`src/cpuPkg.sv`:
```
package cpuPkg;

    localparam int WORD_W     = 32;
    localparam int REG_IDX_W  = 4;
    localparam int OP_W       = 4;
    localparam int NUM_PHASES = 4;   // Cycles per instruction

    typedef logic [WORD_W-1:0]    word_t;
    typedef logic [REG_IDX_W-1:0] regIdx_t;
    typedef logic [OP_W-1:0]      aluOp_t;

    // Bit positions inside the instruction word
    localparam int TYPE_BIT  = 30;
    localparam int STORE_BIT = 29;
    localparam int DEREF_BIT = 28;
    localparam int Z_LSB     = 24;
    localparam int X_LSB     = 20;
    localparam int Y_LSB     = 16;
    localparam int OP_LSB    = 12;
    localparam int IMM_W     = 12;   // Sign-extended to a word

    localparam aluOp_t OP_OR    = 4'h0;
    localparam aluOp_t OP_AND   = 4'h1;
    localparam aluOp_t OP_ADD   = 4'h2;
    localparam aluOp_t OP_MUL   = 4'h3;
    localparam aluOp_t OP_RSV4  = 4'h4;
    localparam aluOp_t OP_SHL   = 4'h5;
    localparam aluOp_t OP_LT    = 4'h6;   // Signed
    localparam aluOp_t OP_EQ    = 4'h7;
    localparam aluOp_t OP_GT    = 4'h8;   // Signed
    localparam aluOp_t OP_ANDN  = 4'h9;
    localparam aluOp_t OP_XOR   = 4'ha;
    localparam aluOp_t OP_SUB   = 4'hb;
    localparam aluOp_t OP_XNOR  = 4'hc;
    localparam aluOp_t OP_SHR   = 4'hd;   // Logical
    localparam aluOp_t OP_NE    = 4'he;
    localparam aluOp_t OP_RSV15 = 4'hf;

    localparam regIdx_t REG_ZERO = 4'd0;
    localparam regIdx_t REG_PC   = 4'd15;

    localparam word_t RESET_VECTOR = 32'h0000_0000;
    localparam word_t INSN_NOOP    = 32'h0000_0000;   // r0 <- r0 | r0

    typedef struct packed {
        logic    immType;    // Immediate replaces Y, Y becomes addend
        logic    storing;
        logic    derefRhs;
        regIdx_t z;
        regIdx_t x;
        regIdx_t y;
        aluOp_t  op;
        word_t   imm;
        logic    illegal;
        logic    branch;     // Result goes to the PC
    } decodedInsn_t;

    typedef enum logic [$clog2(NUM_PHASES)-1:0] {
        PH_FETCH,
        PH_EXEC,
        PH_MEM,
        PH_WRITE
    } phase_t;

endpackage
```
`src/cpuCore.sv`:
```
`timescale 1ns/1ns

module cpuCore (
    input  logic          clk,
    input  logic          reset_n,
    output cpuPkg::word_t iAddr,
    input  cpuPkg::word_t iData,
    output cpuPkg::word_t dAddr,
    output cpuPkg::word_t wData,
    input  cpuPkg::word_t rData,
    output logic          strobe,
    output logic          memRw,
    output logic          halt
);

    cpuPkg::phase_t       phase;
    logic                 running;     // Low for the idle cycle after reset
    logic                 active;
    logic                 exEn;
    cpuPkg::word_t        insn;
    cpuPkg::word_t        nextPc;      // Fetch address plus one
    cpuPkg::word_t        fetchNext;
    cpuPkg::decodedInsn_t dec;
    cpuPkg::word_t        valueX;
    cpuPkg::word_t        valueY;
    cpuPkg::word_t        valueZ;
    cpuPkg::word_t        rightOp;
    cpuPkg::word_t        addend;
    cpuPkg::word_t        aluOut;
    cpuPkg::word_t        rhs;
    logic                 upZ;

    assign active    = running && !halt;
    assign exEn      = active && (phase == cpuPkg::PH_EXEC);
    assign fetchNext = dec.branch ? rhs : nextPc;

    // Immediate swaps places with Y
    assign rightOp = dec.immType ? dec.imm : valueY;
    assign addend  = dec.immType ? valueY : dec.imm;

    always_ff @(posedge clk) begin
        if (!reset_n) begin
            phase   <= cpuPkg::PH_FETCH;
            running <= 1'b0;
            halt    <= 1'b0;
            insn    <= cpuPkg::INSN_NOOP;
            iAddr   <= cpuPkg::RESET_VECTOR;
            nextPc  <= cpuPkg::RESET_VECTOR + 32'd1;
        end else if (!running) begin
            running <= 1'b1;
        end else if (active) begin
            case (phase)
                cpuPkg::PH_FETCH: begin
                    insn  <= iData;
                    phase <= cpuPkg::PH_EXEC;
                end
                cpuPkg::PH_EXEC: begin
                    if (dec.illegal) begin
                        halt  <= 1'b1;               // Park in fetch for good
                        phase <= cpuPkg::PH_FETCH;
                    end else begin
                        phase <= cpuPkg::PH_MEM;
                    end
                end
                cpuPkg::PH_MEM: phase <= cpuPkg::PH_WRITE;
                cpuPkg::PH_WRITE: begin
                    iAddr  <= fetchNext;
                    nextPc <= fetchNext + 32'd1;
                    phase  <= cpuPkg::PH_FETCH;
                end
                default: phase <= cpuPkg::PH_FETCH;
            endcase
        end
    end

    insnDecoder decoder (.insn(insn), .dec(dec));

    regFile regs (
        .clk(clk), .reset_n(reset_n), .en(active), .upZ(upZ),
        .indexX(dec.x), .indexY(dec.y), .indexZ(dec.z),
        .writeZ(rhs), .nextPc(nextPc),
        .valueX(valueX), .valueY(valueY), .valueZ(valueZ)
    );

    execUnit exec (
        .clk(clk), .reset_n(reset_n), .en(exEn), .op(dec.op),
        .x(valueX), .y(rightOp), .addend(addend), .aluOut(aluOut)
    );

    resultStage result (
        .clk(clk), .reset_n(reset_n), .en(active), .phase(phase), .dec(dec),
        .aluOut(aluOut), .valueZ(valueZ), .rData(rData),
        .dAddr(dAddr), .wData(wData), .rhs(rhs),
        .strobe(strobe), .memRw(memRw), .upZ(upZ)
    );

endmodule

```
`src/resultStage.sv`:
```
`timescale 1ns/1ns

module resultStage (
    input  logic                 clk,
    input  logic                 reset_n,
    input  logic                 en,
    input  cpuPkg::phase_t       phase,
    input  cpuPkg::decodedInsn_t dec,
    input  cpuPkg::word_t        aluOut,
    input  cpuPkg::word_t        valueZ,
    input  cpuPkg::word_t        rData,
    output cpuPkg::word_t        dAddr,
    output cpuPkg::word_t        wData,
    output cpuPkg::word_t        rhs,
    output logic                 strobe,
    output logic                 memRw,
    output logic                 upZ
);

    cpuPkg::word_t loadData;   // Read word held for write-back
    logic          loading;
    logic          loadStrobe;
    logic          storeStrobe;

    assign loading     = dec.derefRhs && !dec.storing;
    assign loadStrobe  = en && loading && (phase == cpuPkg::PH_MEM);
    assign storeStrobe = en && dec.storing && (phase == cpuPkg::PH_WRITE);

    assign strobe = loadStrobe || storeStrobe;
    assign memRw  = storeStrobe;

    // With derefRhs the ALU gives the address, otherwise Z does
    assign dAddr = dec.derefRhs ? aluOut : valueZ;
    assign wData = dec.derefRhs ? valueZ : aluOut;

    always_ff @(posedge clk) begin
        if (loadStrobe) begin
            loadData <= rData;   // End of PH_MEM
        end
    end

    assign rhs = dec.derefRhs ? loadData : aluOut;

    // Stores never write back
    assign upZ = en && !dec.storing && (phase == cpuPkg::PH_WRITE);

    // Latched load data is written back in the very next phase
    assert property (@(posedge clk) disable iff (!reset_n)
        loadStrobe |=> (phase == cpuPkg::PH_WRITE) && $stable(dec))
        else $error("resultStage load not followed by its write-back");

endmodule

```
`src/execUnit.sv`:
```
`timescale 1ns/1ns

module execUnit (
    input  logic           clk,
    input  logic           reset_n,
    input  logic           en,
    input  cpuPkg::aluOp_t op,
    input  cpuPkg::word_t  x,
    input  cpuPkg::word_t  y,
    input  cpuPkg::word_t  addend,
    output cpuPkg::word_t  aluOut
);

    cpuPkg::word_t opResult;
    logic          isLess;
    logic          isGreater;
    logic          isEqual;

    // Compares see the operands as two's complement
    assign isLess    = $signed(x) < $signed(y);
    assign isGreater = $signed(x) > $signed(y);
    assign isEqual   = x == y;

    always_comb begin
        case (op)
            cpuPkg::OP_OR:    opResult = x | y;
            cpuPkg::OP_AND:   opResult = x & y;
            cpuPkg::OP_ADD:   opResult = x + y;
            cpuPkg::OP_MUL:   opResult = x * y;   // Low word only
            cpuPkg::OP_SHL:   opResult = x << y;
            cpuPkg::OP_LT:    opResult = {cpuPkg::WORD_W{isLess}};
            cpuPkg::OP_EQ:    opResult = {cpuPkg::WORD_W{isEqual}};
            cpuPkg::OP_GT:    opResult = {cpuPkg::WORD_W{isGreater}};
            cpuPkg::OP_ANDN:  opResult = x & ~y;
            cpuPkg::OP_XOR:   opResult = x ^ y;
            cpuPkg::OP_SUB:   opResult = x - y;
            cpuPkg::OP_XNOR:  opResult = x ^ ~y;
            cpuPkg::OP_SHR:   opResult = x >> y;
            cpuPkg::OP_NE:    opResult = {cpuPkg::WORD_W{!isEqual}};
            cpuPkg::OP_RSV4,
            cpuPkg::OP_RSV15: opResult = '0;      // Reserved codes
            default:          opResult = '0;
        endcase
    end

    always_ff @(posedge clk) begin
        if (en) begin
            aluOut <= opResult + addend;
        end
    end

    // One execute cycle per instruction
    assert property (@(posedge clk) disable iff (!reset_n) en |=> !en)
        else $error("execUnit enabled on back-to-back cycles");

endmodule

```
`src/regFile.sv`:
```
`timescale 1ns/1ns

module regFile (
    input  logic            clk,
    input  logic            reset_n,
    input  logic            en,
    input  logic            upZ,
    input  cpuPkg::regIdx_t indexX,
    input  cpuPkg::regIdx_t indexY,
    input  cpuPkg::regIdx_t indexZ,
    input  cpuPkg::word_t   writeZ,
    input  cpuPkg::word_t   nextPc,
    output cpuPkg::word_t   valueX,
    output cpuPkg::word_t   valueY,
    output cpuPkg::word_t   valueZ
);

    cpuPkg::word_t regs [1:14];   // r0 and r15 are aliases
    logic          zIsAlias;

    assign zIsAlias = (indexZ == cpuPkg::REG_ZERO) || (indexZ == cpuPkg::REG_PC);

    assign valueX = (indexX == cpuPkg::REG_ZERO) ? '0 :
                    (indexX == cpuPkg::REG_PC)   ? nextPc : regs[indexX];
    assign valueY = (indexY == cpuPkg::REG_ZERO) ? '0 :
                    (indexY == cpuPkg::REG_PC)   ? nextPc : regs[indexY];
    assign valueZ = (indexZ == cpuPkg::REG_ZERO) ? '0 :
                    (indexZ == cpuPkg::REG_PC)   ? nextPc : regs[indexZ];

    always_ff @(posedge clk) begin
        if (en && upZ && !zIsAlias) begin
            regs[indexZ] <= writeZ;
        end
    end

    // A written register reads back its new value while Z stays put
    assert property (@(posedge clk) disable iff (!reset_n)
        en && upZ && !zIsAlias |=>
            (indexZ != $past(indexZ)) || (valueZ == $past(writeZ)))
        else $error("regFile r%0d did not read back its write", indexZ);

endmodule

```
`src/insnDecoder.sv`:
```
`timescale 1ns/1ns

module insnDecoder (
    input  cpuPkg::word_t        insn,
    output cpuPkg::decodedInsn_t dec
);

    logic [cpuPkg::IMM_W-1:0] immField;

    assign immField = insn[cpuPkg::IMM_W-1:0];

    always_comb begin
        dec.immType  = insn[cpuPkg::TYPE_BIT];
        dec.storing  = insn[cpuPkg::STORE_BIT];
        dec.derefRhs = insn[cpuPkg::DEREF_BIT];
        dec.z        = insn[cpuPkg::Z_LSB +: cpuPkg::REG_IDX_W];
        dec.x        = insn[cpuPkg::X_LSB +: cpuPkg::REG_IDX_W];
        dec.y        = insn[cpuPkg::Y_LSB +: cpuPkg::REG_IDX_W];
        dec.op       = insn[cpuPkg::OP_LSB +: cpuPkg::OP_W];

        // Sign extension of the 12-bit field
        dec.imm = {{(cpuPkg::WORD_W - cpuPkg::IMM_W){immField[cpuPkg::IMM_W-1]}}, immField};

        // All ones is the halt pattern
        dec.illegal = &insn;

        // Writing r15 is a jump, storing from it is not
        dec.branch = (dec.z == cpuPkg::REG_PC) && !dec.storing;
    end

endmodule

```
`config.mk`:
```
export PLATFORM = sky130hd
export DESIGN_NAME = cpuCore
export DESIGN_NICKNAME = d
export VERILOG_FILES = /design/src/cpuPkg.sv /design/src/cpuCore.sv /design/src/resultStage.sv /design/src/execUnit.sv /design/src/regFile.sv /design/src/insnDecoder.sv
export SDC_FILE = /design/constraint.sdc
export NUM_CORES = 2
export LEC_CHECK = 0
export BUFFER_PORTS_ARGS = -buffer_cell sky130_fd_sc_hd__buf_4
export CAP_MARGIN = 30
export CORE_UTILIZATION = 43
export DETAILED_ROUTE_END_ITERATION = 6
export PLACE_DENSITY_LB_ADDON = 0.05
export RECOVER_POWER = 50
export SKIP_CTS_REPAIR_TIMING = 1
export SKIP_LAST_GASP = 1
export SYNTH_ARGS = -nofsm -noshare
export SYNTH_HDL_FRONTEND = slang
export SYNTH_SLANG_ARGS = --single-unit
```
`constraint.sdc`:
```
create_clock -name clk -period 13.1 [get_ports clk]
set_clock_uncertainty 0.1 [all_clocks]
set_input_delay 2.62 -clock clk [delete_from_list [all_inputs] [get_ports clk]]
set_output_delay 2.62 -clock clk [all_outputs]
set_load 0.03 [all_outputs]
```
## Word level (Yosys, flattened, before mapping)

Memory sizes are Yosys's and may differ from the RTL's. A register that Yosys moved wholly into a read port is not among the register bits.
Cells that the tools add are included.

| operators by class | value |
|---|---|
| add/subtract/negate cells | 4 |
| multiply operators | 1 |
| magnitude comparators | 2 |
| equality and inequality tests | 22 |
| shift-type cells | 2 |
| multiplexer cells | 24 |
| bitwise gates (word level) | 6 |
| reduce and logical (&&, ||, !) cells | 29 |

Operator list:

| cell | count |
|---|---|
| one-hot mux 32 bit (15 select lines) | 1 |
| 2-to-1 mux 32 bit | 12 |
| adder 32 bit | 2 |
| bitwise AND 32 bit | 2 |
| bitwise XOR 32 bit | 2 |
| == test 4 bit, second input constant | 11 |
| AND reduction 35 bit | 1 |
| adder 32 x 1 -> 32 bit, second input constant | 1 |
| == test 32 bit | 1 |
| greater-than comparator 32 bit | 1 |
| less-than comparator 32 bit | 1 |
| multiplier 32 x 32 -> 32 bit | 1 |
| inverter 32 bit | 1 |
| bitwise OR 32 bit | 1 |
| AND reduction 32 bit | 1 |
| left shift 32 x 32 -> 32 bit | 1 |
| >> shifter 32 x 32 -> 32 bit | 1 |
| subtractor 32 bit | 1 |
| 2-to-1 mux 4 bit | 6 |
| == test 4 x 3 -> 1 bit, second input constant | 4 |
| logical NOT 4 bit | 4 |
| logical AND 1 bit | 12 |
| == test 4 x 2 -> 1 bit, second input constant | 2 |
| one-hot mux 2 bit (4 select lines) | 1 |
| other kinds (11) | 19 |

| storage, ports and cells | value |
|---|---|
| bits in registers | 164 |
| bits in writable memories | 448 |
| input port bits | 66 |
| output and inout port bits | 99 |
| logic and storage cells | 99 |
| memories | 1 |

Memory list:

| name | words | width | rd ports | clocked after Yosys merged registers in | wr ports | RTL line | text |
|---|---|---|---|---|---|---|---|
| regs.regs | 14 | 32 | 3 | 3 | 1 | regFile.sv:18 | `cpuPkg::word_t regs [1:14];` |

## Longest topological paths before layout

| depth | value |
|---|---|
| depth after elaboration | 8 |
| depth in mapped cells | 56 |
| depth with buffers taken out | 47 |

## By module

Synthesis repeated with hierarchy kept, for this count alone.

| second synthesis, totals | value |
|---|---|
| cell total of the unflattened synthesis | 6279 |
| area, all modules | 60783.3 µm² |

Modules (own cells, without submodules):

| module | instances | cells each | area an instance (µm²) | seq. area each (µm²) |
|---|---|---|---|---|
| execUnit | 1 | 3453 | 26899.5 | 960.9 |
| regFile | 1 | 1806 | 25371.8 | 13452.9 |
| cpuCore | 1 | 712 | 5933.2 | 2001.9 |
| resultStage | 1 | 245 | 2123.3 | 960.9 |
| insnDecoder | 1 | 63 | 455.4 | 0.0 |

## Worst setup path before layout

OpenSTA, ideal clock, no wires.

| timing path | value |
|---|---|
| path kind | register -> register |
| start | register (tool-made name) |
| end | register exec.aluOut[31] (data pin) |
| setup time | 0.260 ns |
| arrival time | 11.302 ns |
| data required time | 12.740 ns |
| slack | 1.438 ns |
| stages on the path, launching flop included | 48 |
| buffers on the path | 7 |
| period minus slack after synthesis | 11.662 ns |
| cells stage by stage | dfxtp_1 -> buf_6 -> buf_6 -> buf_6 -> mux4_2 -> mux4_2 -> mux2i_1 -> nor3_1 -> a21oi_1 -> buf_2 -> buf_1 -> clkbuf_1 -> buf_1 -> nor2_1 -> fa_1 -> inv_1 -> fa_1 -> fa_1 -> [... 12 more ...] -> xor2_1 -> a221oi_1 -> o21ai_0 -> a21oi_1 -> a22oi_1 -> ha_1 -> nor2b_1 -> o21ai_0 -> nand2b_1 -> a21o_1 -> a21o_1 -> a21o_1 -> a221o_1 -> nand4_1 -> nand2_1 -> a21oi_1 -> xnor2_1 -> xnor2_1 |

RTL lines:

| element | RTL line | text |
|---|---|---|
| to (signal assigned) | execUnit.sv:48 | `aluOut <= opResult + addend;` |
| to (decl) | execUnit.sv:11 | `output cpuPkg::word_t aluOut` |

==> results.md <==
* Critical Path RT at about 13,000 ps
* Post-synth cell types at ~110
* Wire per inst at between 30 and 40 um
* Commonest cells after routing, fill and taps aside: 729 x nor2_1, 716 x nand2_1, 580 x inv_1, 512 x edfxtp_1, 411 x fa_1
* Maximum fanout along the worst path at 30
* CP delay by family, top: adder cells
* Pleak at around 25 nW
* CTS buffer count at 66
* Overall power at approximately 9.5 mW
* RSZ-0062 raised after global routing: no
* Final worst-path cycle share at between 90% and 100%
* Levels on crit path at 46
* Number of buffers added on ports at approximately 160
* Tightest Pin Transition at ~3900 ps
* Violated checks: max-capacitance violations, max-slew violations
* Antenna violations before repair at 6
* Crit Path Category: reg2reg
* Max Transition Viols Final at around 430
* CP bufs+invs at 8
* Status: complete, but fails checks
* Synth Flop Type: edfxtp_1
* CP max-delay cell: dfxtp_4
* VDD IR max at ~0.16 mV
* Delay of the slowest cell on the worst path at between 700 and 800 ps
* Main combinational cell family by area after synthesis: adder cells
* Crit end category: register
* First-pass GRT wire length at 389,000 um
* DR pass1 iterations at 7
* Multiplexer share of the synthesized area at a little under an eighth
* Iter 0 DRT Violations at around 7.2k
* Post-synth ARST share at 0%
* Core area at ~140,000 um2
* Hpwl dp at ~200,000 um
* Worst r2r dst: exec.aluOut[31]
* DRC violations left at 0
* Flops & latches, synth at ~620
* Final WL at roughly 280,000 um
* CTS Sinks at about 620
* Placed cell area at ~64,000 um2
* XOR/XNOR Fraction of Synth Area at 3.14%
* Routability cong. at 1.01
* Min-delay worst type: reg2reg
* Critical path endpoint: exec.aluOut[31]
* Synth warnings at 0
* Routing usage on met3 at 9.47%
* CTS tree: yes
* Grt met1 use at 54.9%
* Cell count after synthesis at between 6k and 7k
* Core Util, Final at 47.5%
* Die area at approximately 140,000 um2
* Synth Area in Adders at 18.7%
* Grt ovf at 0
* Post-synth EDFFs at roughly 510
* Hold Vio Cnt, Final at 0
* Via count at around 54k
* Final hold slack at roughly 360 ps
* Number of H-tree levels at 3
* Number of global-route vias before repair at 51.2k
* Initial Util at ~43%
* Io pins at between 150 and 200
* Clock transition at path regs at ~70 ps
* Gr busiest metal: met2
* Skew-Pair Late Insertion Delay at between 600 and 700 ps
* Share of layout cells above drive strength 1 at between 10% and 20%
* Root Buffer: clkbuf_16
* Post-route setup TNS at 0 ps
* Fill cells at between 10k and 15k
* Final instance area at between 60,000 and 70,000 um2
* Post-route ant nets at 0
* R2r setup slk at 650 ps
* Die W at 378 um
* Synth Area in Simple Gates at 13.5%
* Post-Syn Area per Cell at between 9 and 10 um2
* Pwr dens at 143 nW/um2
* Final setup viols at 0
* Synthesized cell area at just over 60,000 um2
* Compound-cell area share of the yosys netlist at about 17%
* Nets at 7,278
* Met2 usage at 55.4%
* Fmax achieved at 80.3 MHz
* Most common cell after layout, fill and taps aside: nor2_1
* CP Launch Type: register
* Fraction of the yosys area taken by sequential cells at between 20 and 30%
* CTS Buffer Depth at 3
* Placement Rows at ~140
* Worst slew margin at -157%
* Number of max-cap violations at 9
* Syn Nets at ~7.3k
* Routed vias/inst at 6.37
* Largest net degree at the start of global routing at a little over 90
* Post-layout min period at between 10,000 and 15,000 ps
* WP data arrival at between 10,000 and 15,000 ps
* Reg2Reg Depth at 46
* Most used cell, CP: inv_1
* Die Ht at between 300 and 400 um
* Area delta synth->final at 9.34%
* Gr usage total at about two fifths
[how the worst min path moves through the flow]
stage / end / slack (ps) / cells past startpoint / startpoint
5_1_grt: insn[13] / 390 / 2 / insn[13]
6_report: insn[13] / 360 / 2 / insn[13]
2_1_floorplan: insn[31] / 340 / 2 / insn[31]
4_1_cts: insn[13] / 360 / 2 / insn[13]
3_5_place_dp: insn[13] / 350 / 2 / insn[13]
3_3_place_gp: insn[13] / 350 / 2 / insn[13]
[report_power, final]
part           switching [mW]  internal [mW]  leakage (nW)
registers              0.0614           2.22          5.53
logic                    3.47           1.82          18.7
clock network           0.849           1.05          1.03
total                    4.38           5.09          25.3
[layer usage]
metal | vias up | wire [um]
met4 | 4 | 13900
met2 | 3299 | 116000
li1 | 23000 | -
met1 | 27200 | 118000
met3 | 528 | 31400
met5 | - | 73
[worst register-to-register path: cells and delay by family (launching register included)]
kind	cells	cell delay (ps)
muxes	3	1420
buffers and inverters	8	720
and+or+nand+nor	8	840
AOI/OAI and AO/OA	14	3800
adders and majority gates	10	4110
xor gates and xnor gates	3	450
DFF	1	740
[flip-flops by register name, summed over array words and instances, names as in the netlist, named ones only]
signal,count
exec.aluOut,32
halt,1
iAddr,32
insn,32
nextPc,32
phase,1
regs.regs,448
result.loadData,32
running,1
[cell families (layout without fill, tap and decap cells)]
group	count (synthesis)	count (layout)
other	0	1
buffers and inverters	1094	1138
XOR/XNOR	216	216
AO/OA/AOI/OAI	1513	1513
multiplexers	532	532
AND/OR/NAND/NOR	1919	1919
adder cells (fa/ha/maj)	661	661
flip-flops	624	624
[final cells by class]
class,count,area (um2),share of cell area [%]
antenna,1,2.50,0.00377
clock buffer,87,1790,2.70
clock inverter,33,302,0.454
inverter,602,2260,3.41
multi-input combinational,4841,38800,58.5
sequential,624,17700,26.6
tap,1876,2350,3.54
timing repair buffer,416,3180,4.78
[metrics by stage]
stage          instances  worst slack, ps
2_1_floorplan       6559             1440
3_3_place_gp        8355              820
3_5_place_dp        8357              780
4_1_cts             8477              708
5_1_grt             8479              191
6_report            8480              650
[synthesized netlist by cell type (66+ instances only)]
| cell type | instances | share of area (%) |
|---|---|---|
| o22ai_1 | 93 | 0.96 |
| dfxtp_1 | 112 | 3.7 |
| mux4_2 | 132 | 4.9 |
| xnor2_1 | 183 | 2.6 |
| buf_2 | 80 | 0.66 |
| inv_1 | 580 | 3.6 |
| a211oi_1 | 239 | 3.0 |
| o211ai_1 | 78 | 0.96 |
| ha_1 | 250 | 5.2 |
| fa_1 | 411 | 14 |
| nand2_1 | 716 | 4.4 |
| nand3_1 | 69 | 0.57 |
| buf_1 | 66 | 0.41 |
| o21ai_0 | 257 | 2.1 |
| clkbuf_1 | 295 | 1.8 |
| a21o_1 | 108 | 1.3 |
| a21oi_1 | 347 | 2.9 |
| nor2_1 | 743 | 4.6 |
| edfxtp_1 | 512 | 25 |
| mux2i_1 | 364 | 6.0 |
| nor3_1 | 102 | 0.84 |
Power figures use the tool's default switching activity.
